### src/hdl/pixel_pkg.sv
package pixel_pkg;

    // Frame geometry and word widths
    localparam int sample_w   = 16;
    localparam int n_channels = 16;
    localparam int n_rows     = 48;
    localparam int row_w      = 6;
    localparam int col_w      = 4;
    localparam int word_w     = 32;

    // Zero bits between the column field and the data field of an output word
    localparam int pad_w = word_w - 2 - row_w - col_w - sample_w;

    typedef logic [sample_w-1:0] sample_t;

    // Channel 0 sits in the lowest slot
    typedef sample_t [n_channels-1:0] adc_row_t;

    typedef struct packed {
        logic [row_w-1:0] row_start;
        logic [row_w-1:0] row_end;
        logic [col_w-1:0] col_start;
        logic [col_w-1:0] col_end;
    } roi_t;

    typedef struct packed {
        logic             wr;
        logic [row_w-1:0] row;
        adc_row_t         data;
    } row_write_t;

    // Code 0 is never sent
    typedef enum logic [1:0] {
        kind_header = 2'd1,
        kind_signal = 2'd2,
        kind_footer = 2'd3
    } word_kind_e;

    // Payload carries the frame count or the word count for header and footer words
    typedef struct packed {
        logic             valid;
        word_kind_e       kind;
        logic [row_w-1:0] row;
        logic [col_w-1:0] col;
        sample_t          payload;
    } read_req_t;

    typedef struct packed {
        word_kind_e       kind;
        logic [row_w-1:0] row;
        logic [col_w-1:0] col;
        logic [pad_w-1:0] zero;
        sample_t          data;
    } out_word_t;

    typedef enum logic [2:0] {
        st_capture,
        st_header,
        st_signal,
        st_footer,
        st_wait
    } ctrl_state_e;

endpackage

### src/hdl/readout_ctrl.sv
`timescale 1ns/1ps

module readout_ctrl (
    input  logic                        CLK,
    input  logic                        rst,
    input  logic                        set_param,
    input  pixel_pkg::roi_t             roi_in,
    input  logic                        frame_full,
    input  logic                        slot_free,
    output logic                        capture_en,
    output logic [pixel_pkg::row_w-1:0] rd_row,
    output pixel_pkg::read_req_t        rd_req
);
    import pixel_pkg::*;

    ctrl_state_e      state;
    ctrl_state_e      ret_state;
    roi_t             roi;
    logic [row_w-1:0] row_idx;
    logic [col_w-1:0] col_idx;
    sample_t          frame_cnt;
    sample_t          word_cnt;
    logic             issue;
    logic             last_col;
    logic             last_pix;

    assign capture_en = (state == st_capture);
    assign rd_row     = row_idx;
    assign last_col   = (col_idx == roi.col_end);
    assign last_pix   = last_col && (row_idx == roi.row_end);

    // Requests wait for slot_free so that at most one word is in flight
    assign issue = slot_free &&
                   (state == st_header || state == st_signal || state == st_footer);

    always_comb
    begin
        rd_req       = '0;
        rd_req.valid = issue;
        rd_req.kind  = kind_signal;
        case (state)
            st_header:
            begin
                rd_req.kind    = kind_header;
                rd_req.payload = frame_cnt;
            end
            st_footer:
            begin
                rd_req.kind    = kind_footer;
                rd_req.payload = word_cnt;
            end
            default:
            begin
                rd_req.row = row_idx;
                rd_req.col = col_idx;
            end
        endcase
    end

    always_ff @(posedge CLK)
    begin
        if (rst)
        begin
            state         <= st_capture;
            ret_state     <= st_signal;
            roi.row_start <= '0;
            roi.row_end   <= row_w'(n_rows - 1);
            roi.col_start <= '0;
            roi.col_end   <= col_w'(n_channels - 1);
            row_idx       <= '0;
            col_idx       <= '0;
            frame_cnt     <= '0;
            word_cnt      <= '0;
        end
        else
        begin
            case (state)
                st_capture:
                begin
                    if (set_param)
                        roi <= roi_in;
                    if (frame_full)
                        state <= st_header;
                end
                st_header:
                begin
                    if (issue)
                    begin
                        row_idx   <= roi.row_start;
                        col_idx   <= roi.col_start;
                        word_cnt  <= '0;
                        ret_state <= st_signal;
                        state     <= st_wait;
                    end
                end
                st_signal:
                begin
                    if (issue)
                    begin
                        word_cnt <= word_cnt + 1'b1;
                        // Columns inner, rows outer
                        if (last_col)
                        begin
                            col_idx <= roi.col_start;
                            row_idx <= row_idx + 1'b1;
                        end
                        else
                            col_idx <= col_idx + 1'b1;
                        ret_state <= last_pix ? st_footer : st_signal;
                        state     <= st_wait;
                    end
                end
                st_footer:
                begin
                    if (issue)
                    begin
                        frame_cnt <= frame_cnt + 1'b1;
                        state     <= st_capture;
                    end
                end
                st_wait:
                    state <= ret_state;
                default:
                    state <= st_capture;
            endcase
        end
    end

endmodule

### config.mk
export PLATFORM = sky130hd
export DESIGN_NAME = readout_ctrl
export DESIGN_NICKNAME = d
export VERILOG_FILES = /design/src/hdl/pixel_pkg.sv /design/src/hdl/readout_ctrl.sv
export SDC_FILE = /design/constraint.sdc
export NUM_CORES = 1
export LEC_CHECK = 0
export BUFFER_PORTS_ARGS = -buffer_cell sky130_fd_sc_hd__clkbuf_2
export CELL_PAD_IN_SITES_DETAIL_PLACEMENT = 2
export CELL_PAD_IN_SITES_GLOBAL_PLACEMENT = 2
export CORE_MARGIN = 2
export CORE_UTILIZATION = 35
export DETAILED_ROUTE_END_ITERATION = 8
export HOLD_SLACK_MARGIN = 0.12
export MAX_ROUTING_LAYER = met4
export PLACE_DENSITY_LB_ADDON = 0.1
export SLEW_MARGIN = 20
export SYNTH_ARGS = -nofsm -noshare
export SYNTH_HDL_FRONTEND = slang
export SYNTH_SLANG_ARGS = --single-unit
export TNS_END_PERCENT = 1
### constraint.sdc
create_clock -name CLK -period 3.94 [get_ports CLK]
set_clock_uncertainty 0.15 [all_clocks]
set_input_delay 0.788 -clock CLK [delete_from_list [all_inputs] [get_ports CLK]]
set_output_delay 0.788 -clock CLK [all_outputs]
set_load 0.005 [all_outputs]
==> run summary <==
internal power: 1.181 mW
Synth cell types: 44
Sw Ratio: 25.75%
total power: 1.591 mW
Gate power share: 9.0%
Hold Crit Class: flip-flop to flip-flop
Synth top area share: 38.74%
maximum clock insertion buffer count: 2
CP arrival: 2.38 ns
reg-to-reg slack, setup: 1.56 ns
GRT met1 Usage: 30.37%
critical path capture point type: output pin
commonest non-fill, non-tap cell in the layout: nand2_1
met3 usage: 2.644%
GPL Wtd Cong: 0.8177
worst hold path startpoint: roi[5]
Mapped Avg Cell Area: 7.914 um^2
Syn. warnings: 0
crit share post-route: 84.33%
GRT Max-Usage Layer: met2
leak pwr: 1.550 nW
largest net degree at the start of global routing: 28
Seq/Total Area, Yosys: 38.74%
DR WL/cell: 17.76 um
I/O Pins: 61
pre-CTS setup slack: 0.9711 ns
H-tree levels: 3
critical path's largest stage delay: 0.78 ns
Worst-path clk slew: 0.08 ns
clk sinks: 66
total global routing track utilization: 22.48%
Pre-Repair DR Iteration Count: 4
Cells after Synth: 431
Max-Cap Viols: 0
Worst Max-Slew Pin Slew: 0.9717 ns
worst r2r path cells: 6
Worst VDD drop: 153.7 uV
Setup crit start: state[0]
Fmax: 301.0 MHz
final global-route overflow total: 0
global-route wire length before repair: 17.57 mm
vias: 3209
crit start category: flip-flop
post-synth top area cell: dfxtp_1
Hold-fix buffers, CTS: 0
CP Max Fanout: 27
setup TNS: 0 ns
CTS root buffer: clkbuf_8
WP data required: 3.00 ns
final setup vio count: 0
r2r startpoint: state[1]
Final Worst Setup Slack: 0.6175 ns
grt met2 use: 34.99%
Crit Path Class: flip-flop to output pin
RSZ-0062 raised after global routing: no
die height: 102.7 um
vias in the first global route: 3281
commonest non-fill, non-tap cells in the layout: nand2_1 (71), dfxtp_1 (66), clkbuf_2 (60)
antenna-violating nets left: 0
initial antenna violation count: 0
Synth Flop Type: dfxtp_1
DRC errors left: 0
Final Max Slew Viols: 0
DIE WIDTH: 102.7 um
DIE AREA: 0.01055 mm^2
layout cells sized above 1: 17.40%
Psw: 0.4096 mW
Post-CTS Resized: 0
DP HPWL: 7.733 mm
EDFF count, synth: 0
DR vias/cell: 5.261
fill cell count: 1150
Routed Wire Length: 10.83 mm
clock latency on the worst-skew pair: 0.35 ns
TritonCTS clock tree: yes
Nets: 501
cells along the critical path: nand2b_1 -> nor2_1 -> clkbuf_2
IO Port Bufs: 60
min cycle time layout: 3.322 ns
post-synth net total: 460
postcts setup bufs: 0
run status: completed
total CTS buffers: 9
end of the critical path: rd_req[0]
1st-iter DRT viols: 101
pwr dens: 397.0 mW/mm^2
Clock power frac: 46.0%
number of core rows: 36
Async S/R FF share, synth: 0%
sequential power share: 45.0%
reg2reg end: col_idx[3]
Antenna Cells: 0
Worst slew margin: 35.22%
Core ar.: 0.009594 mm^2
Synth Cell Area: 0.003411 mm^2
initial core utilization: 35.55%
Crit-path slowest cell: dfxtp_1
count of state elements after synthesis: 66
Hold Violations, Final: 0
Area growth, synth to finish: 17.46%
dominant cells by area after synthesis: dfxtp_1 (39%), nand2_1 (7.8%), xor2_1 (5.6%), mux2i_1 (5.6%), nor2_1 (5.5%)
final core occ: 41.76%
-- through the flow --
stage,instance area (um^2),instances,hold WS [ns]
after floorplan,3411,431,0.2829
after global placement,3755,594,0.2959
after detailed placement,3755,594,0.3115
after CTS,4006,610,0.3220
after global routing,4006,610,0.3402
final,4006,610,0.3147
-- registers in the layout (all words and copies together), names as in the netlist --
signal / flops
state: 3
word_cnt: 16
rd_row: 6
ret_state: 1
roi: 20
frame_cnt: 16
col_idx: 4
-- cells by family (layout without fill, tap and decap cells) --
logic type               after synthesis  after routing  share of synthesized area, %
AND/OR/NAND/NOR                      210            210                         29.64
adder cells (fa/ha/maj)                4              4                         1.467
flip-flops                            66             66                         38.74
XOR/XNOR                              35             35                         8.987
AO/OA/AOI/OAI                         56             56                         10.16
multiplexers                          20             20                         5.906
buffers and inverters                 40             86                         5.099
-- final cells by class --
type / count / area [um^2] / share of cell area, %
well taps: 133 / 166.4 / 4.154
inverters: 7 / 28.78 / 0.7183
repair buffers: 63 / 322.8 / 8.057
multi-input cells: 325 / 1916 / 47.81
clock inverters: 6 / 113.9 / 2.842
clock buffers: 10 / 137.6 / 3.435
flip-flops and latches: 66 / 1321 / 32.98
-- how the worst min path moves through the flow --
| stage | to | slack (ns) | depth (start not counted) |
|---|---|---|---|
| CTS | roi[4] | 0.32 | 2 |
| floorplan | roi[7] | 0.28 | 2 |
| detailed placement | roi[17] | 0.31 | 2 |
| finish | roi[5] | 0.31 | 2 |
| global placement | roi[15] | 0.30 | 2 |
| global route | roi[4] | 0.34 | 2 |
-- cell usage after synthesis (all sizes together) (3+ instances only) --
| cell | n |
|---|---|
| a21oi | 25 |
| a31oi | 5 |
| a32o | 4 |
| and2 | 12 |
| and3 | 9 |
| and4 | 4 |
| buf | 7 |
| clkbuf | 26 |
| dfxtp | 66 |
| ha | 4 |
| inv | 7 |
| mux2i | 19 |
| nand2 | 71 |
| nand2b | 3 |
| nand3 | 15 |
| nand3b | 10 |
| nand4 | 12 |
| nor2 | 50 |
| nor3 | 9 |
| o21ai | 10 |
| or3 | 8 |
| xnor2 | 13 |
| xor2 | 22 |
-- critical path: cells and delay by family (launching register included) --
family / cells / cell delay, ns
AND/OR/NAND/NOR: 2 / 1.09
flip-flops: 1 / 0.78
buffers and inverters: 1 / 0.16
-- power by group through the flow --
stage	clock network, mW	logic, mW	registers (mW)
finish	0.732	0.143	0.715
detailed placement	0	0.144	0.730
floorplan	0	0.106	0.716
CTS	0.748	0.146	0.715
global route	0.782	0.163	0.718
global placement	0	0.138	0.729
-- per-layer routing --
metal / vias to the layer above / share of wire, %
met2: 44 / 47
met4: 0 / 1.2
met5: - / 0
li1: 1548 / -
met3: 11 / 3.0
met1: 1606 / 49
Power figures use the tool's default switching activity.
