### config.mk
export PLATFORM = sky130hd
export DESIGN_NAME = sample_capture
export DESIGN_NICKNAME = d
export VERILOG_FILES = /design/src/hdl/pixel_pkg.sv /design/src/hdl/sample_capture.sv
export SDC_FILE = /design/constraint.sdc
export NUM_CORES = 1
export LEC_CHECK = 0
export ABC_AREA = 0
export BUFFER_PORTS_ARGS = -buffer_cell sky130_fd_sc_hd__buf_2
export CAP_MARGIN = 30
export CORE_AREA = 2 2 204 206
export DETAILED_ROUTE_END_ITERATION = 6
export DIE_AREA = 0 0 206 208
export PLACE_DENSITY = 0.41
export SKIP_LAST_GASP = 1
export SLEW_MARGIN = 20
export SYNTH_ARGS = -nofsm -noshare
export SYNTH_HDL_FRONTEND = slang
export SYNTH_SLANG_ARGS = --single-unit
### constraint.sdc
create_clock -name CLK -period 8.12 [get_ports CLK]
set_input_delay 1.624 -clock CLK [delete_from_list [all_inputs] [get_ports CLK]]
set_output_delay 1.624 -clock CLK [all_outputs]
set_load 0.02 [all_outputs]
### src/hdl/pixel_pkg.sv
package pixel_pkg;

    // Frame geometry and word widths
    localparam int sample_w   = 16;
    localparam int n_channels = 16;
    localparam int n_rows     = 48;
    localparam int row_w      = 6;
    localparam int col_w      = 4;
    localparam int word_w     = 32;

    // Zero bits between the column field and the data field of an output word
    localparam int pad_w = word_w - 2 - row_w - col_w - sample_w;

    typedef logic [sample_w-1:0] sample_t;

    // Channel 0 sits in the lowest slot
    typedef sample_t [n_channels-1:0] adc_row_t;

    typedef struct packed {
        logic [row_w-1:0] row_start;
        logic [row_w-1:0] row_end;
        logic [col_w-1:0] col_start;
        logic [col_w-1:0] col_end;
    } roi_t;

    typedef struct packed {
        logic             wr;
        logic [row_w-1:0] row;
        adc_row_t         data;
    } row_write_t;

    // Code 0 is never sent
    typedef enum logic [1:0] {
        kind_header = 2'd1,
        kind_signal = 2'd2,
        kind_footer = 2'd3
    } word_kind_e;

    // Payload carries the frame count or the word count for header and footer words
    typedef struct packed {
        logic             valid;
        word_kind_e       kind;
        logic [row_w-1:0] row;
        logic [col_w-1:0] col;
        sample_t          payload;
    } read_req_t;

    typedef struct packed {
        word_kind_e       kind;
        logic [row_w-1:0] row;
        logic [col_w-1:0] col;
        logic [pad_w-1:0] zero;
        sample_t          data;
    } out_word_t;

    typedef enum logic [2:0] {
        st_capture,
        st_header,
        st_signal,
        st_footer,
        st_wait
    } ctrl_state_e;

endpackage

### src/hdl/sample_capture.sv
`timescale 1ns/1ps

module sample_capture (
    input  logic                  CLK,
    input  logic                  rst,
    input  logic                  cnv,
    input  logic                  capture_en,
    input  pixel_pkg::adc_row_t   adc_data,
    output pixel_pkg::row_write_t row_wr,
    output logic                  frame_full
);
    import pixel_pkg::*;

    logic [row_w-1:0] row_cnt;
    logic             wr_q;
    logic [row_w-1:0] row_q;
    adc_row_t         data_q;
    logic             accept;
    logic             last_row;

    // A strobe right behind the last row would land after the controller has
    // already committed to readout, so it is dropped while frame_full is up
    assign accept   = cnv && capture_en && !frame_full;
    assign last_row = (row_cnt == row_w'(n_rows - 1));

    always_ff @(posedge CLK)
    begin
        if (rst)
        begin
            row_cnt    <= '0;
            wr_q       <= 1'b0;
            frame_full <= 1'b0;
        end
        else
        begin
            wr_q       <= accept;
            frame_full <= accept && last_row;
            if (accept)
                row_cnt <= last_row ? '0 : row_cnt + 1'b1;
        end
    end

    always_ff @(posedge CLK)
    begin
        if (accept)
        begin
            row_q  <= row_cnt;
            data_q <= adc_data;
        end
    end

    assign row_wr = '{wr: wr_q, row: row_q, data: data_q};

endmodule

==> results.py, run 1 <==
metrics = {
    "outcome": {
        "status": "finished clean",
    },
    "sta": {
        "hold_viol_final": 0,
        "finalCritPeriodShare": 0.425,
        "slew_headroom": 0.340,
        "max_freq_mhz": 290,
        "fin_crit_ns": 3.45,
        "slew_viol_final": 0,
        "final.setup_skew_ns": 0.0162,
        "tns_ns": 0,
        "setup_violations": 0,
        "rsz0062_at_grt": "no",
        "worst_pin_slew_ns": 0.991,
    },
    "place": {
        "place_area_um2": 11600,
        "portBuffers": 523,
        "dpl.cell_count": 1358,
        "place_hpwl_mm": 19.1,
        "gp_congestion": 0.745,
    },
    "synthesis": {
        "synth_warnings": 0,
        "synth-seq-cells": 270,
        "synth_edf_count": 262,
        "synth_async_sr_flop_share": 0,
        "synth_area_um2": 8250,
        "ys.flop_type": "edfxtp_1",
        "avgSynthCellArea_um2": 27.2,
        "synthCells": 304,
        "ys_types": 23,
        "synth_fp_nets": 565,
        "synth_seq_area_share": 0.973,
    },
    "pwr": {
        "switching_share": 0.232,
        "internal-power_mw": 2.62,
        "power_density_nw_per_um2": 270,
        "seq_power_share": 0.486,
        "clock_power_share": 0.425,
        "p_sw_uw": 790,
        "vdd_drop_max_mv": 0.172,
        "p_comb_frac": 0.089,
        "p_leak_nw": 5.19,
    },
    "clock_tree": {
        "clk_path_buf_depth": 3,
        "cts_resized": 0,
        "cts_hold_buffers": 0,
        "post_cts_buffers": 0,
        "htree_levels": 1,
        "cts_root_buffer": "clkbuf_16",
        "clk_pin_slew_worst_paths_ns": 0.06,
        "numClockSinks": 270,
        "insertion_delay_ns": 0.57,
        "numCtsBuffers": 31,
        "cts_tree": "done",
    },
    "flow_run": {
        "max_cap_viol_count": 0,
    },
    "hold_path": {
        "min_from": "row_cnt[1]",
        "hold_path_class": "register to register",
    },
    "route": {
        "route.detailed.drc": 0,
        "post_drt_wl_per_cell_um": 17.8,
        "dr.pass1.iters": 4,
        "drt_iter0_markers": 207,
        "wl_mm": 25.3,
        "num_vias": 5140,
        "postRouteAntennaNets": 0,
        "via_per_inst": 3.62,
    },
    "layout": {
        "drive_above_1_share": 0.654,
        "stdcell_area_um2": 12600,
        "layout_commonest_cell": "buf_2",
        "nNetsFinal": 1120,
        "post-route-util": 0.311,
        "final_cell_mix": "buf_2, edfxtp_1, clkbuf_16",
        "area_growth_syn_to_layout_pct": 52.9,
        "finalNonFillerCells": 1418,
    },
    "setup_path": {
        "cp_max_fo": 133,
        "worstPathRequired_ns": 8.31,
        "end_kind": "register",
        "critPathLaunch": "capture_en",
        "rr_startpoint": "frame_full",
        "critPathKind": "input port to register",
        "crit_path_start_kind": "input port",
        "critPathArrivalTime_ns": 3.65,
    },
    "floorplanning": {
        "initial_core_util": 0.204,
        "die_y_um": 208,
        "die_w_um": 206,
        "rows": 74,
        "coreArea_um2": 40600,
        "io-pin-count": 524,
        "die_area_um2": 42800,
    },
    "grt": {
        "grt_usage": 0.108,
        "grt_pass1_wl_mm": 34.0,
        "antenna_found_initial": 10,
        "overflow": 0,
        "grt_pass1_vias": 5161,
        "grt_max_degree": 134,
    },
}
metrics by stage:
| stage | hold slack [ns] | power, mW | setup slack, ns |
|---|---|---|---|
| 2_1_floorplan | 0.456 | 1.84 | 0.628 |
| 3_3_place_gp | 0.493 | 1.99 | 4.19 |
| 3_5_place_dp | 0.496 | 1.99 | 4.16 |
| 4_1_cts | 0.481 | 3.47 | 4.79 |
| 5_1_grt | 0.508 | 3.55 | 4.57 |
| 6_report | 0.490 | 3.41 | 4.67 |
critical path: stages:
cell and delay (ns):
buf_2 0.11, nand3b_1 0.31, inv_8 0.65, buf_12 0.57
registers in the layout, indices dropped and copies added, names as in the netlist:
name	count
frame_full	1
row_cnt	6
row_wr	256
row_q	6
wr_q	1
power groups by stage:
stage                     combinational (mW)  clock [mW]  sequential [mW]
after floorplan                       0.0230           0             1.81
after global placement                 0.309           0             1.68
after detailed placement               0.309           0             1.69
after CTS                              0.309        1.51             1.66
after global routing                   0.322        1.57             1.66
final                                  0.302        1.45             1.66
routing by layer:
layer  vias to the layer above  wire (µm)  global-route usage
met5                         -         82                   0
met4                        12        489              0.0286
met3                        49       3030              0.0484
met2                       298      12600               0.189
met1                      2423       9050               0.118
li1                       2358          -                   -
path summary, 6_finish.rpt:
check,cells after the start,to,slack [ns]
max,4,row_wr[71],4.67
min,0,row_q[1],0.49
max reg2reg,3,row_wr[71],5.44
min reg2reg,0,row_q[1],0.49
cell usage after synthesis, drive strengths merged (2+ instances only):
library cell / n / area, µm²
nor3: 3 / 15.0
o21ai: 2 / 10.0
nor2: 2 / 7.51
dfxtp: 8 / 160
or3: 2 / 15.0
nand2b: 2 / 12.5
or4: 2 / 15.0
nand2: 2 / 7.51
a31oi: 3 / 18.8
edfxtp: 262 / 7870
nand3b: 2 / 15.0
inv: 3 / 11.3
logic make-up (layout without fill, tap and decap cells):
| family | count (synthesis) | count (layout) | share of synthesized area |
|---|---|---|---|
| flip-flops | 270 | 270 | 0.973 |
| AND/OR/NAND/NOR | 19 | 19 | 0.0158 |
| AO/OA/AOI/OAI | 7 | 7 | 0.00515 |
| buffers and inverters | 5 | 585 | 0.00273 |
| adder cells (fa/ha/maj) | 1 | 1 | 0.00152 |
| XOR/XNOR | 1 | 1 | 0.00106 |
| multiplexers | 1 | 1 | 0.00121 |
| other | 0 | 2 | 0 |
area by class of cell:
cell class | count | area [µm²]
Fill cell | 4096 | 27900
Sequential cell | 270 | 8030
Timing Repair Buffer | 524 | 2640
Clock buffer | 40 | 830
Tap cell | 532 | 666
Clock inverter | 18 | 235
Multi-Input combinational cell | 29 | 204
Inverter | 3 | 18.8
Antenna cell | 2 | 5.00
Power figures use the tool's default switching activity.
==> run 2: changes to the inputs <==
--- a/config.mk
+++ b/config.mk
@@ -5,13 +5,13 @@
 export SDC_FILE = /design/constraint.sdc
 export NUM_CORES = 1
 export LEC_CHECK = 0
-export ABC_AREA = 0
+export ABC_AREA = 1
 export BUFFER_PORTS_ARGS = -buffer_cell sky130_fd_sc_hd__buf_2
 export CAP_MARGIN = 30
 export CORE_AREA = 2 2 204 206
 export DETAILED_ROUTE_END_ITERATION = 6
 export DIE_AREA = 0 0 206 208
-export PLACE_DENSITY = 0.41
+export PLACE_DENSITY = 0.43
 export SKIP_LAST_GASP = 1
 export SLEW_MARGIN = 20
 export SYNTH_ARGS = -nofsm -noshare
==> constraint.sdc (replaced) <==
create_clock -name CLK -period 3 [get_ports CLK]
set_input_delay 0.6 -clock CLK [delete_from_list [all_inputs] [get_ports CLK]]
set_output_delay 0.6 -clock CLK [all_outputs]
set_load 0.02 [all_outputs]
==> results.py, run 2 <==
metrics = {
    "outcome": {
        "status": "finished clean",
    },
    "pwr": {
        "vdd_drop_max_mv": 0.365,
        "p_total_mw": 9.25,
        "clock_power_share": 0.427,
        "seq_power_share": 0.484,
        "power_density_nw_per_um2": 728,
        "p_comb_frac": 0.089,
        "switching_share": 0.232,
        "p_leak_nw": 5.24,
        "internal-power_mw": 7.11,
        "p_sw_mw": 2.14,
    },
    "place": {
        "gp_congestion": 0.793,
        "portBuffers": 523,
        "place_area_um2": 11600,
        "dpl.cell_count": 1374,
        "place_ws_ns": 0.994,
        "place_hpwl_mm": 19.0,
    },
    "sta": {
        "hold_viol_final": 0,
        "worst_pin_slew_ns": 0.754,
        "hold_ws_ns": 0.214,
        "slew_viol_final": 0,
        "max_freq_mhz": 569,
        "fin_crit_ns": 1.76,
        "finalWorstSetupSlack_ns": 1.24,
        "tns_ns": 0,
        "final.setup_skew_ns": 0.00806,
        "setup_violations": 0,
        "finalCritPeriodShare": 0.586,
        "slew_headroom": 0.497,
        "rsz0062_at_grt": "no",
    },
    "synthesis": {
        "synth_async_sr_flop_share": 0,
        "synthCells": 315,
        "yosysTopAreaCellShare": 0.953,
        "synthTopCellsByArea": "edfxtp_1, dfxtp_1, nand2_1",
        "avgSynthCellArea_um2": 26.2,
        "yosysTopAreaCell": "edfxtp_1",
        "synth-seq-cells": 270,
        "synth.most_common_cell": "edfxtp_1",
        "synth_warnings": 0,
        "synth_edf_count": 262,
        "synth_area_um2": 8260,
        "ys.flop_type": "edfxtp_1",
        "synth_fp_nets": 576,
        "ys_types": 16,
        "synthTopCellsByCount": "edfxtp_1, nand2_1, nor2_1, dfxtp_1, nand3_1",
        "synth_seq_area_share": 0.972,
    },
    "setup_path": {
        "crit_buf_inv": 1,
        "worstPathCellList": "buf_2",
        "critPathKind": "register to output pin",
        "crit_path_start_kind": "register",
        "end_kind": "output pin",
        "cp_max_fo": 3,
        "reg2regPathDepth": 3,
        "rr_startpoint": "frame_full",
        "r2r-end": "row_wr[233]",
        "critPathMaxStageDelay_ns": 0.41,
        "cp_top_family": "flip-flops",
        "cp_slowest_cell": "dfxtp_1",
        "worstPathRequired_ns": 2.40,
        "critPathArrivalTime_ns": 1.16,
        "rrSetupSlack_ns": 1.42,
    },
    "hold_path": {
        "min_path_cells": 1,
        "min_from": "adc_data[180]",
        "hold_end": "row_wr[180]",
        "hold_path_class": "input port to register",
    },
    "clock_tree": {
        "numClockSinks": 270,
        "cts_hold_buffers": 0,
        "clk_path_buf_depth": 3,
        "cts_tree": "done",
        "htree_levels": 1,
        "cts_root_buffer": "clkbuf_16",
        "clk_pin_slew_worst_paths_ns": 0.06,
        "insertion_delay_ns": 0.56,
        "numCtsBuffers": 31,
        "post_cts_buffers": 0,
        "cts_resized": 0,
    },
    "layout": {
        "largest_register_ffs": 256,
        "finalNonFillerCells": 1434,
        "layout_commonest_cell": "buf_2",
        "num-fill-cells": 4126,
        "stdcell_area_um2": 12700,
        "area_growth_syn_to_layout_pct": 54.0,
        "post-route-util": 0.313,
        "final_cell_mix": "buf_2, edfxtp_1, clkbuf_16",
        "nNetsFinal": 1136,
        "multi_input_area_um2": 220,
        "regArea_um2": 8030,
        "drive_above_1_share": 0.655,
    },
    "grt": {
        "grt_max_degree": 128,
        "grt_usage": 0.106,
        "antenna_found_initial": 6,
        "grt_pass1_vias": 5294,
        "grt_pass1_wl_mm": 33.8,
        "overflow": 0,
    },
    "route": {
        "dr.pass1.iters": 6,
        "postRouteAntennaNets": 0,
        "post_drt_wl_per_cell_um": 17.2,
        "drt_iter0_markers": 238,
        "via_per_inst": 3.59,
        "wl_mm": 24.7,
        "route.detailed.drc": 0,
        "num_vias": 5143,
    },
    "floorplanning": {
        "rows": 74,
        "coreArea_um2": 40600,
        "io-pin-count": 524,
        "die_area_um2": 42800,
        "die_w_um": 206,
        "initial_core_util": 0.204,
        "die_y_um": 208,
    },
    "flow_run": {
        "max_cap_viol_count": 0,
    },
}
run 2: worst max-delay path by stage:
stage | from | endpoint | cells past startpoint
2_1_floorplan | cnv | row_cnt[5] | 6
3_3_place_gp | cnv | row_wr[82] | 5
3_5_place_dp | cnv | row_wr[104] | 5
4_1_cts | row_wr[9] | row_wr[9] | 1
5_1_grt | frame_full | frame_full | 1
6_report | frame_full | frame_full | 1
run 2: final cells by class:
type	count	share of cell area
Sequential cell	270	0.631
Timing Repair Buffer	528	0.212
Clock buffer	32	0.0613
Tap cell	532	0.0524
Clock inverter	25	0.0237
Multi-Input combinational cell	39	0.0173
Inverter	5	0.00148
Antenna cell	3	0.000590
run 2: power groups by stage:
stage / logic, mW / clock network, mW / registers (mW)
6_report: 0.824 / 3.95 / 4.47
5_1_grt: 0.879 / 4.25 / 4.50
4_1_cts: 0.842 / 4.09 / 4.48
3_5_place_dp: 0.842 / 0 / 4.56
3_3_place_gp: 0.840 / 0 / 4.55
2_1_floorplan: 0.0601 / 0 / 4.89
run 2: layer usage:
metal / wire length (µm) / GRT usage
met4: 440 / 0.0318
met1: 8570 / 0.111
met5: 20 / 0
met3: 2760 / 0.0429
met2: 12900 / 0.193
run 2: kinds of logic after synthesis:
kind of cell	count (synthesis)	synth area share
compound gates	3	0.00212
xor+xnor	1	0.00106
fa+ha+maj	1	0.00151
buf+inv	6	0.00318
flops	270	0.972
simple gates	34	0.0200
==> run 3: changes to the inputs <==
==> constraint.sdc (replaced) <==
create_clock -name CLK -period 1.5 [get_ports CLK]
set_input_delay 0.3 -clock CLK [delete_from_list [all_inputs] [get_ports CLK]]
set_output_delay 0.3 -clock CLK [all_outputs]
set_load 0.02 [all_outputs]
==> results.py, run 3 (synthesis gave the netlist of run 2 again) <==
metrics = {
    "layout": {
        "finalNonFillerCells": 1710,
        "area_growth_syn_to_layout_pct": 86.0,
        "diodes": 0,
        "layout_commonest_cell": "buf_2",
        "final_cell_mix": "buf_2, edfxtp_1, dlygate4sd3_1",
        "post-route-util": 0.379,
        "num-fill-cells": 3840,
        "nNetsFinal": 1417,
        "drive_above_1_share": 0.511,
        "largest_register_ffs": 256,
    },
    "clock_tree": {
        "clk_path_buf_depth": 3,
        "cts_tree": "done",
        "numCtsBuffers": 30,
        "htree_levels": 1,
        "clk_pin_slew_worst_paths_ns": 0.06,
        "cts_root_buffer": "clkbuf_16",
        "numClockSinks": 270,
        "insertion_delay_ns": 0.56,
    },
    "setup_path": {
        "cp_slowest_cell": "edfxtp_1",
        "rrSetupSlack_ns": 0.24,
        "critPathArrivalTime_ns": 1.14,
        "end_kind": "output pin",
        "crit_path_start_kind": "register",
        "worstPathRequired_ns": 1.20,
        "rr_startpoint": "frame_full",
        "critPathMaxStageDelay_ns": 0.40,
        "critPathKind": "register to output pin",
        "cp_top_family": "flip-flops",
        "cp_max_fo": 1,
        "critPathLaunch": "row_wr[23]",
        "crit_buf_inv": 1,
        "worstPathCellList": "buf_2",
    },
    "grt": {
        "grt_max_degree": 29,
        "overflow": 0,
        "grt_pass1_wl_mm": 38.7,
        "antenna_found_initial": 0,
        "grt_usage": 0.119,
        "grt_pass1_vias": 6925,
    },
    "sta": {
        "hold_ws_ns": 0.136,
        "final.setup_skew_ns": 0.00871,
        "rsz0062_at_grt": "no",
        "slew_headroom": 0.835,
        "max_freq_mhz": 694,
        "tns_ns": 0,
        "hold_viol_final": 0,
        "finalCritPeriodShare": 0.960,
        "setup_violations": 0,
        "fin_crit_ns": 1.44,
        "slew_viol_final": 0,
        "worst_pin_slew_ns": 0.248,
    },
    "route": {
        "dr.pass1.iters": 4,
        "via_per_inst": 3.66,
        "drt_iter0_markers": 208,
        "wl_mm": 27.2,
        "postRouteAntennaNets": 0,
        "route.detailed.drc": 0,
        "num_vias": 6257,
        "post_drt_wl_per_cell_um": 15.9,
    },
    "place": {
        "place_hpwl_mm": 19.7,
        "portBuffers": 523,
        "dpl.cell_count": 1399,
        "gp_congestion": 0.786,
    },
    "hold_path": {
        "hold_path_class": "input port to register",
        "min_from": "cnv",
    },
    "floorplanning": {
        "die_y_um": 208,
        "coreArea_um2": 40600,
        "initial_core_util": 0.204,
        "io-pin-count": 524,
        "die_area_um2": 42800,
        "rows": 74,
        "die_w_um": 206,
    },
    "pwr": {
        "p_leak_nw": 6.38,
        "vdd_drop_max_mv": 0.851,
        "power_density_nw_per_um2": 1160,
        "p_total_mw": 17.9,
    },
    "flow_run": {
        "max_cap_viol_count": 0,
    },
    "outcome": {
        "status": "finished clean",
    },
}
[run 3: cell types whose count changed in the layout (fill, tap and decap cells not counted), moves of 6 or more]
| cell | previous run | this run |
|---|---|---|
| buf_4 | 2 | 20 |
| buf_12 | 3 | 10 |
| bufinv_16 | 6 | 0 |
| clkbuf_1 | 1 | 8 |
| dlygate4sd3_1 | 0 | 257 |
[run 3: worst paths after layout]
path / to / cells past startpoint
worst max-delay path: row_wr[23] / 1
worst min register to register: row_cnt[1] / 2
worst max register to register: row_wr[220] / 3
worst min-delay path: wr_q / 3
[run 3: repair_timing]
action | CTS | global route
gates resized for setup | 2 | 3
endpoints found under the hold margin | 259 | 0
setup buffers | 0 | 0
hold buffers | 257 | 0
endpoints found under the setup margin | 1 | 1
[run 3: per-layer routing]
metal	GRT usage	up-vias	wire length (µm)
li1	-	2927	-
met1	0.123	2932	9670
met2	0.219	331	13900
met3	0.0392	67	2600
met4	0.0441	0	1050
met5	0	-	0
[run 3: cell type report]
class,count,area (µm²),share of cell area
clock inverter,15,75.1,0.00489
tap,532,666,0.0433
timing repair buffer,810,5550,0.362
clock buffer,39,806,0.0525
multi-input combinational,39,206,0.0134
inverter,5,18.8,0.00122
sequential,270,8030,0.523
[run 3: power breakdown]
part	switching [mW]	leakage, nW	internal [mW]	total [mW]
sequential	0.131	2.53	8.82	8.95
combinational	1.22	3.42	1.07	2.29
clock	2.87	0.427	3.75	6.62
total	4.21	6.38	13.6	17.9
[run 3: stage by stage]
stage,area (µm²),worst slack [ns]
6_report,15400,0.0595
5_1_grt,15400,0.000201
4_1_cts,15300,0.000166
3_5_place_dp,11900,0.0641
3_3_place_gp,11900,0.0825
2_1_floorplan,8260,-3.24
