[config.mk]
export PLATFORM = sky130hd
export DESIGN_NAME = packet_former
export DESIGN_NICKNAME = d
export VERILOG_FILES = /design/src/hdl/pixel_pkg.sv /design/src/hdl/packet_former.sv
export SDC_FILE = /design/constraint.sdc
export NUM_CORES = 1
export LEC_CHECK = 0
export BUFFER_PORTS_ARGS = -buffer_cell sky130_fd_sc_hd__buf_2
export CAP_MARGIN = 40
export CORE_AREA = 2 2 124 126
export CTS_CLUSTER_DIAMETER = 120
export CTS_CLUSTER_SIZE = 40
export DETAILED_ROUTE_END_ITERATION = 6
export DIE_AREA = 0 0 126 128
export MAX_ROUTING_LAYER = met4
export SYNTH_ARGS = -nofsm -noshare
export SYNTH_HDL_FRONTEND = slang
export SYNTH_SLANG_ARGS = --single-unit
export TNS_END_PERCENT = 20
[constraint.sdc]
create_clock -name CLK -period 1.68 [get_ports CLK]
set_input_delay 0.336 -clock CLK [delete_from_list [all_inputs] [get_ports CLK]]
set_output_delay 0.336 -clock CLK [all_outputs]
set_load 0.05 [all_outputs]
[src/hdl/pixel_pkg.sv]
package pixel_pkg;

    // Frame geometry and word widths
    localparam int sample_w   = 16;
    localparam int n_channels = 16;
    localparam int n_rows     = 48;
    localparam int row_w      = 6;
    localparam int col_w      = 4;
    localparam int word_w     = 32;

    // Zero bits between the column field and the data field of an output word
    localparam int pad_w = word_w - 2 - row_w - col_w - sample_w;

    typedef logic [sample_w-1:0] sample_t;

    // Channel 0 sits in the lowest slot
    typedef sample_t [n_channels-1:0] adc_row_t;

    typedef struct packed {
        logic [row_w-1:0] row_start;
        logic [row_w-1:0] row_end;
        logic [col_w-1:0] col_start;
        logic [col_w-1:0] col_end;
    } roi_t;

    typedef struct packed {
        logic             wr;
        logic [row_w-1:0] row;
        adc_row_t         data;
    } row_write_t;

    // Code 0 is never sent
    typedef enum logic [1:0] {
        kind_header = 2'd1,
        kind_signal = 2'd2,
        kind_footer = 2'd3
    } word_kind_e;

    // Payload carries the frame count or the word count for header and footer words
    typedef struct packed {
        logic             valid;
        word_kind_e       kind;
        logic [row_w-1:0] row;
        logic [col_w-1:0] col;
        sample_t          payload;
    } read_req_t;

    typedef struct packed {
        word_kind_e       kind;
        logic [row_w-1:0] row;
        logic [col_w-1:0] col;
        logic [pad_w-1:0] zero;
        sample_t          data;
    } out_word_t;

    typedef enum logic [2:0] {
        st_capture,
        st_header,
        st_signal,
        st_footer,
        st_wait
    } ctrl_state_e;

endpackage

[src/hdl/packet_former.sv]
`timescale 1ns/1ps

module packet_former (
    input  logic                 CLK,
    input  logic                 rst,
    input  pixel_pkg::read_req_t rd_req,
    input  pixel_pkg::adc_row_t  rd_data,
    input  logic                 out_ready,
    output pixel_pkg::out_word_t out_word,
    output logic                 out_valid,
    output logic                 frame_end,
    output logic                 slot_free
);
    import pixel_pkg::*;

    read_req_t req_d;
    out_word_t next_word;

    // The request is delayed one cycle so that it lines up with the buffer read
    always_ff @(posedge CLK)
    begin
        if (rst)
            req_d.valid <= 1'b0;
        else
            req_d <= rd_req;
    end

    always_comb
    begin
        next_word.kind = req_d.kind;
        next_word.row  = req_d.row;
        next_word.col  = req_d.col;
        next_word.zero = '0;
        if (req_d.kind == kind_signal)
            next_word.data = rd_data[req_d.col];
        else
            next_word.data = req_d.payload;
    end

    // A new word only arrives once the held one has gone, so loading never
    // overwrites an unsent word
    always_ff @(posedge CLK)
    begin
        if (rst)
        begin
            out_valid <= 1'b0;
            frame_end <= 1'b0;
        end
        else if (req_d.valid)
        begin
            out_valid <= 1'b1;
            frame_end <= (req_d.kind == kind_footer);
        end
        else if (out_valid && out_ready)
        begin
            out_valid <= 1'b0;
            frame_end <= 1'b0;
        end
    end

    always_ff @(posedge CLK)
    begin
        if (req_d.valid)
            out_word <= next_word;
    end

    assign slot_free = !out_valid && !req_d.valid;

endmodule

==> results of run 1 <==
-- routing by layer --
metal	share of wire, %	vias to the layer above
met5	0	-
met1	41	2073
met4	0.86	0
met3	7.3	13
met2	51	202
li1	-	2140
-- cell families after synthesis --
logic type,Yosys count
AOI/OAI and AO/OA,50
DFF,59
buffers and inverters,40
muxes,128
other,1
and+or+nand+nor,109
-- worst max-delay path, stage by stage, from the launching register on --
cell,delay (ns)
edfxtp_1,0.37
buf_12,0.21
buf_16,0.21
mux2i_2,0.29
a22oi_1,0.14
nand3_2,0.14
nand3_1,0.09
-- state kept, by name, summed over array words and instances (netlist names) --
register / count
next_word: 12
frame_end: 1
out_valid: 1
out_word: 28
req_d: 17
-- timing repair --
| action | in CTS | in global routing |
|---|---|---|
| hold endpoints to repair | 0 | 0 |
| endpoints found under the setup margin | 5 | 15 |
| setup buffers | 0 | 0 |
| pin swaps | 0 | 3 |
| resized for setup | 6 | 11 |
-- per-stage QoR --
step	total power (W)	TNS [ns]
6_report	0.005324	-0.07547
5_1_grt	0.005582	-0.7865
4_1_cts	0.005366	-0.09159
3_5_place_dp	0.003370	-0.2093
3_3_place_gp	0.003349	-0.1660
2_1_floorplan	0.002702	0
-- placed cells by master (no fill, tap or decap), types with 4 or more instances in the layout --
cell,n
buf_2,318
mux2i_1,120
edfxtp_1,56
nand2_1,49
a22oi_1,48
nand3_1,28
buf_4,25
nand4_1,16
clkbuf_16,9
mux2i_2,7
buf_12,6
nand3_2,5
conb_1,4
-- how the worst max path moves through the flow --
stage	end	slack [ns]
final	out_word[5]	-0.05
after CTS	out_word[5]	-0.04
after global routing	out_word[8]	-0.09
after detailed placement	out_word[5]	-0.14
after floorplan	slot_free	0.09
after global placement	out_word[5]	-0.14
-- final cells by class --
type                            count  area, µm²
Tap cell                          188      235.2
Fill cell                        1473       8328
Timing Repair Buffer              352       1949
Inverter                            3      11.26
Clock inverter                      7      100.1
Sequential cell                    59       1743
Multi-Input combinational cell    291       2267
Clock buffer                        9      225.2
Antenna cell                        2      5.005
-- where the power goes --
group | switching (W) | internal, W
clock network | 0.000658 | 0.00130
registers | 0.0000566 | 0.00176
logic | 0.000861 | 0.000690
==> impl_metrics.csv, run 1 <==
group,metric,value,unit
routing,drc,0,
synth,netlist_area,4160,µm²
timing,hold_slack,0.1880,ns
worst_setup_path,end_kind,"flop",
synth,synth.distinct_cells,20,
global_route,antenna_found_initial,1,
synth,avgSynthCellArea,10.75,µm²
die,rows,45,
clock_network,cts_tree,"yes",
routing,num_vias,4428,
synth,synth-xor-area-share,0,%
routing,wire_per_inst,18.28,µm
routing,wl,16.65,mm
synth,synth_top_family_by_area,"multiplexers",
timing,final-setup-viol-count,3,
worst_setup_path,timing.critical_path.from,"next_word[21]",
layout,nets,1004,
global_route,grt_pass1_wl,24.64,mm
worst_hold_path,min_from,"rd_req[12]",
timing,fmax,577.3,MHz
global_route,grt_pass1_vias,4689,
pwr,leakage,3.223,nW
clock_network,cts_buffer_depth,2,
routing,ant_nets,0,
synth,ys_async_sr_fraction,0,%
global_route,use_met1,24.40,%
global_route,overflow,0,
clock_network,numCtsBuffers,9,
synth,synth_mux_area_share,30.80,%
global_route,use_met2,36.15,%
global_route,track_usage,20.43,%
timing,finalCriticalPeriod,1.732,ns
timing,final.setup.worst_slack,-0.05232,ns
synth,synth_compound_area_share,8.902,%
synth,synthFlopType,"edfxtp_1",
worst_setup_path,path_max_fanout,28,
synth,synth_area_leaders,"edfxtp_1 (40%), mux2i_1 (31%), a22oi_1 (8.7%)",
worst_setup_path,crit_path_start_kind,"flop",
synth,synthCells,387,
worst_setup_path,rr_worst_depth,6,
clock_network,clock_latency,0.32,ns
synth,synth_edf_count,56,
timing,hold_viol_final,0,
placement,pre_cts_slack,-0.1429,ns
pwr,power_density,814.6,nW/µm²
global_route,busiest_layer,"met2",
status,status,"finished with violations",
synth,synth_simple_gate_area_share,12.30,%
worst_setup_path,worst_ep_required_time,1.75,ns
timing,rsz0062_at_grt,"yes",
worst_setup_path,rrSetupSlack,-0.05,ns
die,core-area,14860,µm²
clock_network,ctsHtreeMaxLevel,3,
clock_network,cts-root-buf,"clkbuf_16",
synth,yosys_warnings,0,
global_route,grt_max_degree,33,
die,initial_utilization,27.99,%
timing,clock_skew,0.006704,ns
die,fp.dieW,126,µm
placement,numPortBuffers,318,
synth,synth_top_area_share,40.42,%
synth,synth_fa_ha_area_share,0,%
placement,gp_congestion,0.9833,
synth,ys_seq_area_share,41.86,%
timing,fin_crit_sh,103.1,%
layout,area_growth,57.11,%
placement,dp.cells,893,
worst_setup_path,arrival,1.80,ns
clock_network,cts_sinks,59,
synth,synth.most_common_cell,"mux2i_1",
layout,design_area,6536,µm²
clock_network,clkTransAtPathRegs,0.06,ns
routing,via_per_inst,4.861,
worst_setup_path,crit_type,"flop to flop",
worst_setup_path,worstReg2RegStart,"next_word[21]",
worst_hold_path,whs_endpoint,"req_d[12]",
worst_setup_path,r2r_end,"out_word[5]",
placement,dp_hpwl,14.02,mm
layout,utilization,43.97,%
routing,first_pass_iters,4,
worst_hold_path,hold_path_depth,1,
die,die_y,128,µm
timing,slew_violations,0,
die,die_area,16130,µm²
clock_network,hold_buffers,0,
synth,yosys-top-cells-count,"mux2i_1 (128), edfxtp_1 (56), nand2_1 (49)",
pwr,peakVddDrop,760.0,µV
die,pin_count,323,
status,violations,"setup timing",
layout,fin_cells,911,
run,max_cap_violations,0,
placement,placed_cell_area,6127,µm²
synth,synth-seq-cells,59,
layout,drive_gt1_share,53.81,%
synth,post-synth-top-area-cell,"edfxtp_1",
worst_hold_path,hold_class,"primary input to flop",
routing,first_iter_violations,205,
global_route,grt_util_met3,4.549,%
(Power assumes the default switching activity.)
==> run 2: changes to the inputs <==
- BUFFER_PORTS_ARGS: -buffer_cell sky130_fd_sc_hd__buf_2 -> -buffer_cell sky130_fd_sc_hd__buf_4
==> run 2 against run 1 <==
The flow still finishes with violations (setup timing); critical path depth rose by 1; hold slack improved by 0.0079 ns; power rose by 3.9%; clock-buffer cell count rose by 4; via count rose by 0.72%.
==> impl_metrics.csv, run 2 (same netlist as run 1, synthesis figures left out) <==
group,metric,value,unit
clock_network,cts_buffer_depth,2,
layout,layout_commonest_cell,"buf_4",
clock_network,cts_sinks,59,
status,violations,"setup timing",
clock_network,clkTransAtPathRegs,0.05,ns
worst_setup_path,end_kind,"flop",
pwr,power_density,747.8,nW/µm²
routing,via_per_inst,4.890,
global_route,overflow,0,
timing,final.setup.worst_slack,-0.04572,ns
clock_network,ctsHtreeMaxLevel,3,
routing,first_pass_iters,5,
clock_network,clock_latency,0.32,ns
global_route,track_usage,22.82,%
timing,hold_viol_final,0,
pwr,p_sw,0.001569,W
layout,area_growth,77.83,%
placement,numPortBuffers,318,
worst_setup_path,crit_path_start_kind,"flop",
run,max_cap_violations,0,
worst_hold_path,hold_class,"primary input to flop",
routing,first_iter_violations,246,
routing,route.met3.wl,1.419,mm
global_route,grt_pass1_vias,4784,
layout,fillers,1363,
pwr,power.clock.fraction,34.2,%
timing,fin_tns_setup,-0.1384,ns
clock_network,cts_tree,"yes",
pwr,switching_share,28.35,%
die,fp.dieW,126,µm
timing,clock_skew,0.008432,ns
timing,hold_slack,0.1959,ns
pwr,intPower,0.003964,W
worst_setup_path,worst_ep_required_time,1.74,ns
worst_setup_path,arrival,1.79,ns
routing,wl,18.28,mm
placement,gp_congestion,0.9017,
worst_setup_path,crit_type,"flop to flop",
layout,nets,1007,
pwr,p_seq_share,32.9,%
routing,dr_wl_met2,9.545,mm
routing,wire_per_inst,20.04,µm
routing,num_vias,4460,
routing,ant_nets,0,
routing,drc,0,
clock_network,numCtsBuffers,9,
die,rows,45,
timing,slew_violations,0,
die,die_y,128,µm
global_route,grt_pass1_wl,27.12,mm
die,initial_utilization,27.99,%
layout,largest_reg_flops,28,
die,pin_count,323,
layout,regMostFlops,"out_word",
layout,final_cell_mix,"buf_4 (342), mux2i_1 (122), edfxtp_1 (56)",
routing,top_layer,"met4",
global_route,grt_max_degree,33,
timing,rsz0062_at_grt,"yes",
timing,fin_crit_sh,102.7,%
status,status,"finished with violations",
placement,dp_hpwl,15.32,mm
pwr,combPwrFrac,32.9,%
pwr,peakVddDrop,672.8,µV
global_route,antenna_found_initial,0,
routing,wl_met1,7.137,mm
layout,drive_gt1_share,53.87,%
pwr,leakage,3.534,nW
clock_network,cts-root-buf,"clkbuf_16",
timing,finalCriticalPeriod,1.726,ns
timing,final-setup-viol-count,5,
worst_setup_path,rrSetupSlack,-0.05,ns
layout,antenna_cells,0,
timing,fmax,579.5,MHz
die,core-area,14860,µm²
worst_setup_path,path_max_fanout,13,
die,die_area,16130,µm²
## run 2: cell count changes in the layout (fill, tap and decap cells not counted), sizes merged
cell / delta
clkbuf: +4
buf: +3
clkinvlp: -2
diode: -2
bufinv: -1
inv: -1
## run 2: per-stage QoR
stage               worst slack [ns]  total power [W]  utilization [%]  instances  cell area, µm²
global placement             -0.1570         0.003622            46.86        891            6965
floorplan                    0.08646         0.002702                -        390            4174
detailed placement           -0.1769         0.003632            46.86        891            6965
global route                 -0.1035         0.005789            49.77        912            7398
CTS                         -0.02608         0.005578            49.59        911            7371
finish                      -0.04572         0.005533            49.77        912            7398
## run 2: critical path, stage by stage, from the launching register on
cell      delay, ns
edfxtp_1       0.40
buf_12         0.17
buf_12         0.16
buf_12         0.15
mux2i_1        0.23
a22oi_1        0.13
nand3_2        0.14
nand3_1        0.08
## run 2: what timing repair did
| action | CTS | global route |
|---|---|---|
| cloned | 0 | 0 |
| hold buffers | 0 | 0 |
| buffers inserted | 4 | 1 |
| hold endpoints to repair | 0 | 0 |
| pin swaps | 8 | 6 |
| setup endpoints to repair | 9 | 16 |
| resized for setup | 11 | 5 |
## run 2: layer usage
layer  vias to the layer above  track usage [%]
li1                       2141                -
met1                      2079            26.16
met2                       228            41.14
met3                        12            5.384
met4                         0            4.137
met5                         -                -
## run 2: path summary, 6_finish.rpt
| kind | from | end | depth (start not counted) |
|---|---|---|---|
| max | next_word[21] | out_word[5] | 7 |
| min | rst | req_d[28] | 2 |
| max reg2reg | next_word[21] | out_word[5] | 7 |
| min reg2reg | next_word[25] | out_word[25] | 0 |
## run 2: cell type report
cell class / count / area [µm²] / share of cell area [%]
Clock buffer: 13 / 270.3 / 3.653
Sequential cell: 59 / 1743 / 23.56
Timing Repair Buffer: 355 / 2819 / 38.10
Tap cell: 188 / 235.2 / 3.179
Inverter: 3 / 11.26 / 0.1522
Clock inverter: 3 / 46.29 / 0.6257
Multi-Input combinational cell: 291 / 2273 / 30.73
## run 2: power by group through the flow
stage	combinational [W]	sequential (W)	clock, W
floorplan	0.000667	0.00204	0
global placement	0.00178	0.00185	0
detailed placement	0.00178	0.00185	0
CTS	0.00182	0.00182	0.00193
global route	0.00194	0.00183	0.00202
finish	0.00182	0.00182	0.00189
==> run 3: changes to the inputs <==
- ABC_AREA: default -> 1
- BUFFER_PORTS_ARGS: -buffer_cell sky130_fd_sc_hd__buf_4 -> default
- DONT_BUFFER_PORTS: default -> 1
==> run 3 against run 2 <==
The run still ends with setup timing left; worst setup slack improved by 0.0088 ns; power is 9.2% lower; sequential power grew 11%; die area is the same; first-iteration DRC count is 59% higher; global-route usage shrank 0.29 points; via count rose by 10%; highest routed layer unchanged.
==> impl_metrics.csv, run 3 <==
group,metric,value,unit
status,status,"finished with violations",
status,violations,"setup timing",
pwr,peakVddDrop,731.8,µV
worst_setup_path,crit_top_cell,"nand2_1",
synth,yosys_warnings,0,
routing,num_vias,4923,
pwr,intPower,0.003291,W
synth,ys_seq_area_share,37.35,%
timing,final.setup.worst_slack,-0.03693,ns
global_route,antenna_found_initial,1,
die,core-area,14860,µm²
die,rows,45,
global_route,overflow,0,
pwr,leakage,2.520,nW
pwr,power_density,888.1,nW/µm²
worst_setup_path,rr_worst_depth,11,
worst_setup_path,r2r_end,"out_word[15]",
layout,drive_gt1_share,16.64,%
timing,fin_crit_sh,102.2,%
routing,via_per_inst,5.482,
clock_network,cts_buffer_depth,2,
timing,worst_pin_slew,0.5943,ns
synth,post-synth-top-area-cell,"edfxtp_1",
clock_network,numCtsBuffers,9,
die,pin_count,323,
synth,ys_async_sr_fraction,0,%
timing,slew_headroom,60.34,%
global_route,grt_max_degree,66,
worst_setup_path,crit_path_start_kind,"flop",
die,die_area,16130,µm²
routing,first_pass_iters,6,
synth,synth_top_area_share,36.06,%
pwr,p_sw,0.001730,W
global_route,use_met1,28.14,%
worst_setup_path,worst_ep_required_time,1.74,ns
placement,gp_congestion,0.8178,
synth,yosys-top-cells-count,"nand2_1 (385), nand3_1 (194), edfxtp_1 (56)",
worst_setup_path,end_kind,"flop",
timing,hold_viol_final,0,
clock_network,cts-root-buf,"clkbuf_16",
global_route,grt_pass1_wl,26.61,mm
layout,layout_commonest_cell,"nand2_1",
routing,wl,19.13,mm
synth,synthFlopType,"edfxtp_1",
worst_hold_path,whs_endpoint,"frame_end",
worst_setup_path,crit_type,"flop to flop",
global_route,use_met2,35.99,%
timing,finalCriticalPeriod,1.717,ns
synth,avgSynthCellArea,6.568,µm²
placement,numPortBuffers,0,
pwr,power.clock.fraction,31.0,%
synth,synth_area_leaders,"edfxtp_1 (36%), nand2_1 (31%), nand3_1 (21%)",
layout,area_growth,21.25,%
worst_setup_path,worstReg2RegStart,"next_word[20]",
worst_setup_path,path_max_fanout,11,
global_route,grt_pass1_vias,4523,
die,initial_utilization,31.37,%
placement,dp.cells,867,
run,max_cap_violations,0,
timing,rsz0062_at_grt,"yes",
timing,hold_slack,0.08760,ns
worst_hold_path,hold_class,"primary input to flop",
clock_network,clock_latency,0.31,ns
synth,synthCells,710,
layout,largest_reg_flops,28,
layout,final_cell_mix,"nand2_1 (349), nand3_1 (165), edfxtp_1 (56)",
worst_setup_path,rrSetupSlack,-0.04,ns
synth,netlist_area,4663,µm²
synth,synth.distinct_cells,16,
synth,synth_edf_count,56,
worst_setup_path,slowest_stage,"edfxtp_1",
timing,final-setup-viol-count,3,
worst_setup_path,arrival,1.78,ns
layout,fin_cells,898,
pwr,combPwrFrac,28.8,%
timing,clock_skew,0.005161,ns
worst_hold_path,min_from,"rst",
routing,ant_nets,0,
layout,utilization,38.04,%
clock_network,ctsHtreeMaxLevel,3,
global_route,track_usage,22.53,%
clock_network,clkTransAtPathRegs,0.05,ns
placement,pre_cts_slack,-0.1320,ns
worst_setup_path,slowest_delay,0.41,ns
routing,drc,0,
die,die_y,128,µm
timing,slew_violations,0,
layout,regMostFlops,"out_word",
layout,nets,992,
clock_network,cts_tree,"yes",
routing,wire_per_inst,21.30,µm
timing,fmax,582.4,MHz
routing,first_iter_violations,391,
pwr,p_seq_share,40.2,%
placement,dp_hpwl,13.72,mm
pwr,switching_share,34.45,%
worst_setup_path,worstPathCellList,"buf_12 -> buf_12 -> buf_16 -> nand2_1 -> nand3_1 -> nand3_2 -> nand2_1 -> nand2_1 -> nand2_2 -> nand2_2 -> nand2_1",
global_route,busiest_layer,"met2",
global_route,grt_util_met3,5.968,%
synth,synth.most_common_cell,"nand2_1",
clock_network,cts_sinks,59,
worst_hold_path,hold_path_depth,1,
synth,synth-seq-cells,59,
die,fp.dieW,126,µm
[run 3: changes by cell type in the layout (fill, tap and decap cells not counted), moves of 4 or more]
| cell | before | now |
|---|---|---|
| mux2i_1 | 122 | 0 |
| nand2_1 | 49 | 349 |
| inv_1 | 3 | 7 |
| clkbuf_16 | 9 | 14 |
| nand3_1 | 28 | 165 |
| buf_16 | 0 | 6 |
| nand2_2 | 0 | 34 |
| a22oi_1 | 46 | 0 |
| nand3_2 | 5 | 29 |
| buf_4 | 342 | 12 |
| mux2i_2 | 4 | 0 |
| nand4_1 | 16 | 0 |
[run 3: worst max path at each step]
stage             startpoint  cells past startpoint           end  slack (ns)
6_report       next_word[20]                     11  out_word[15]       -0.04
5_1_grt        next_word[20]                     11  out_word[15]        -0.1
4_1_cts        next_word[20]                     10   out_word[7]       -0.02
3_5_place_dp   next_word[20]                     10  out_word[10]       -0.13
3_3_place_gp   next_word[21]                      9   out_word[5]       -0.07
2_1_floorplan      req_d[28]                      1     slot_free        0.09
[run 3: metrics by stage]
stage | area [µm²] | power (W) | setup TNS (ns)
6_report | 5654 | 0.005021 | -0.06876
5_1_grt | 5654 | 0.005301 | -1.164
4_1_cts | 5281 | 0.004936 | -0.09028
3_5_place_dp | 4783 | 0.003233 | -0.6356
3_3_place_gp | 4783 | 0.003226 | -0.2469
2_1_floorplan | 4677 | 0.002917 | 0
[run 3: cell families after synthesis]
kind of cell,Yosys count,share of synthesized area (%)
and+or+nand+nor,582,52.11
buffers and inverters,66,10.20
DFF,59,37.35
AOI/OAI and AO/OA,2,0.2683
other,1,0.08042
[run 3: area by class of cell]
class	instances	area [µm²]
Fill cell	1575	9210
Multi-Input combinational cell	588	2705
Sequential cell	59	1742
Timing Repair Buffer	37	655.6
Tap cell	188	235.2
Clock buffer	10	229.0
Inverter	9	52.55
Clock inverter	6	32.53
Antenna cell	1	2.502
[run 3: per-layer routing]
layer | vias up | wire length [µm]
li1 | 2316 | -
met1 | 2302 | 7785
met3 | 39 | 1565
met4 | 0 | 573
met5 | - | 0
met2 | 266 | 9201
[run 3: power by group through the flow]
stage	registers, W	logic (W)	clock network (W)
after floorplan	0.00203	0.000890	0
after global placement	0.00205	0.00118	0
after detailed placement	0.00205	0.00118	0
after CTS	0.00202	0.00131	0.00160
after global routing	0.00203	0.00160	0.00167
final	0.00202	0.00145	0.00156
[run 3: critical path, delay by kind of cell, from the launching register on]
| kind | cells | cell delay [ns] |
|---|---|---|
| and+or+nand+nor | 8 | 0.58 |
| DFF | 1 | 0.41 |
| buffers and inverters | 3 | 0.47 |
[run 3: repair_timing]
item | in CTS | in global routing
setup buffers | 3 | 1
gates resized for setup | 21 | 66
hold buffers | 0 | 0
endpoints found under the setup margin | 14 | 16
hold endpoints to repair | 0 | 0
cloned | 5 | 5
pin swaps | 0 | 23
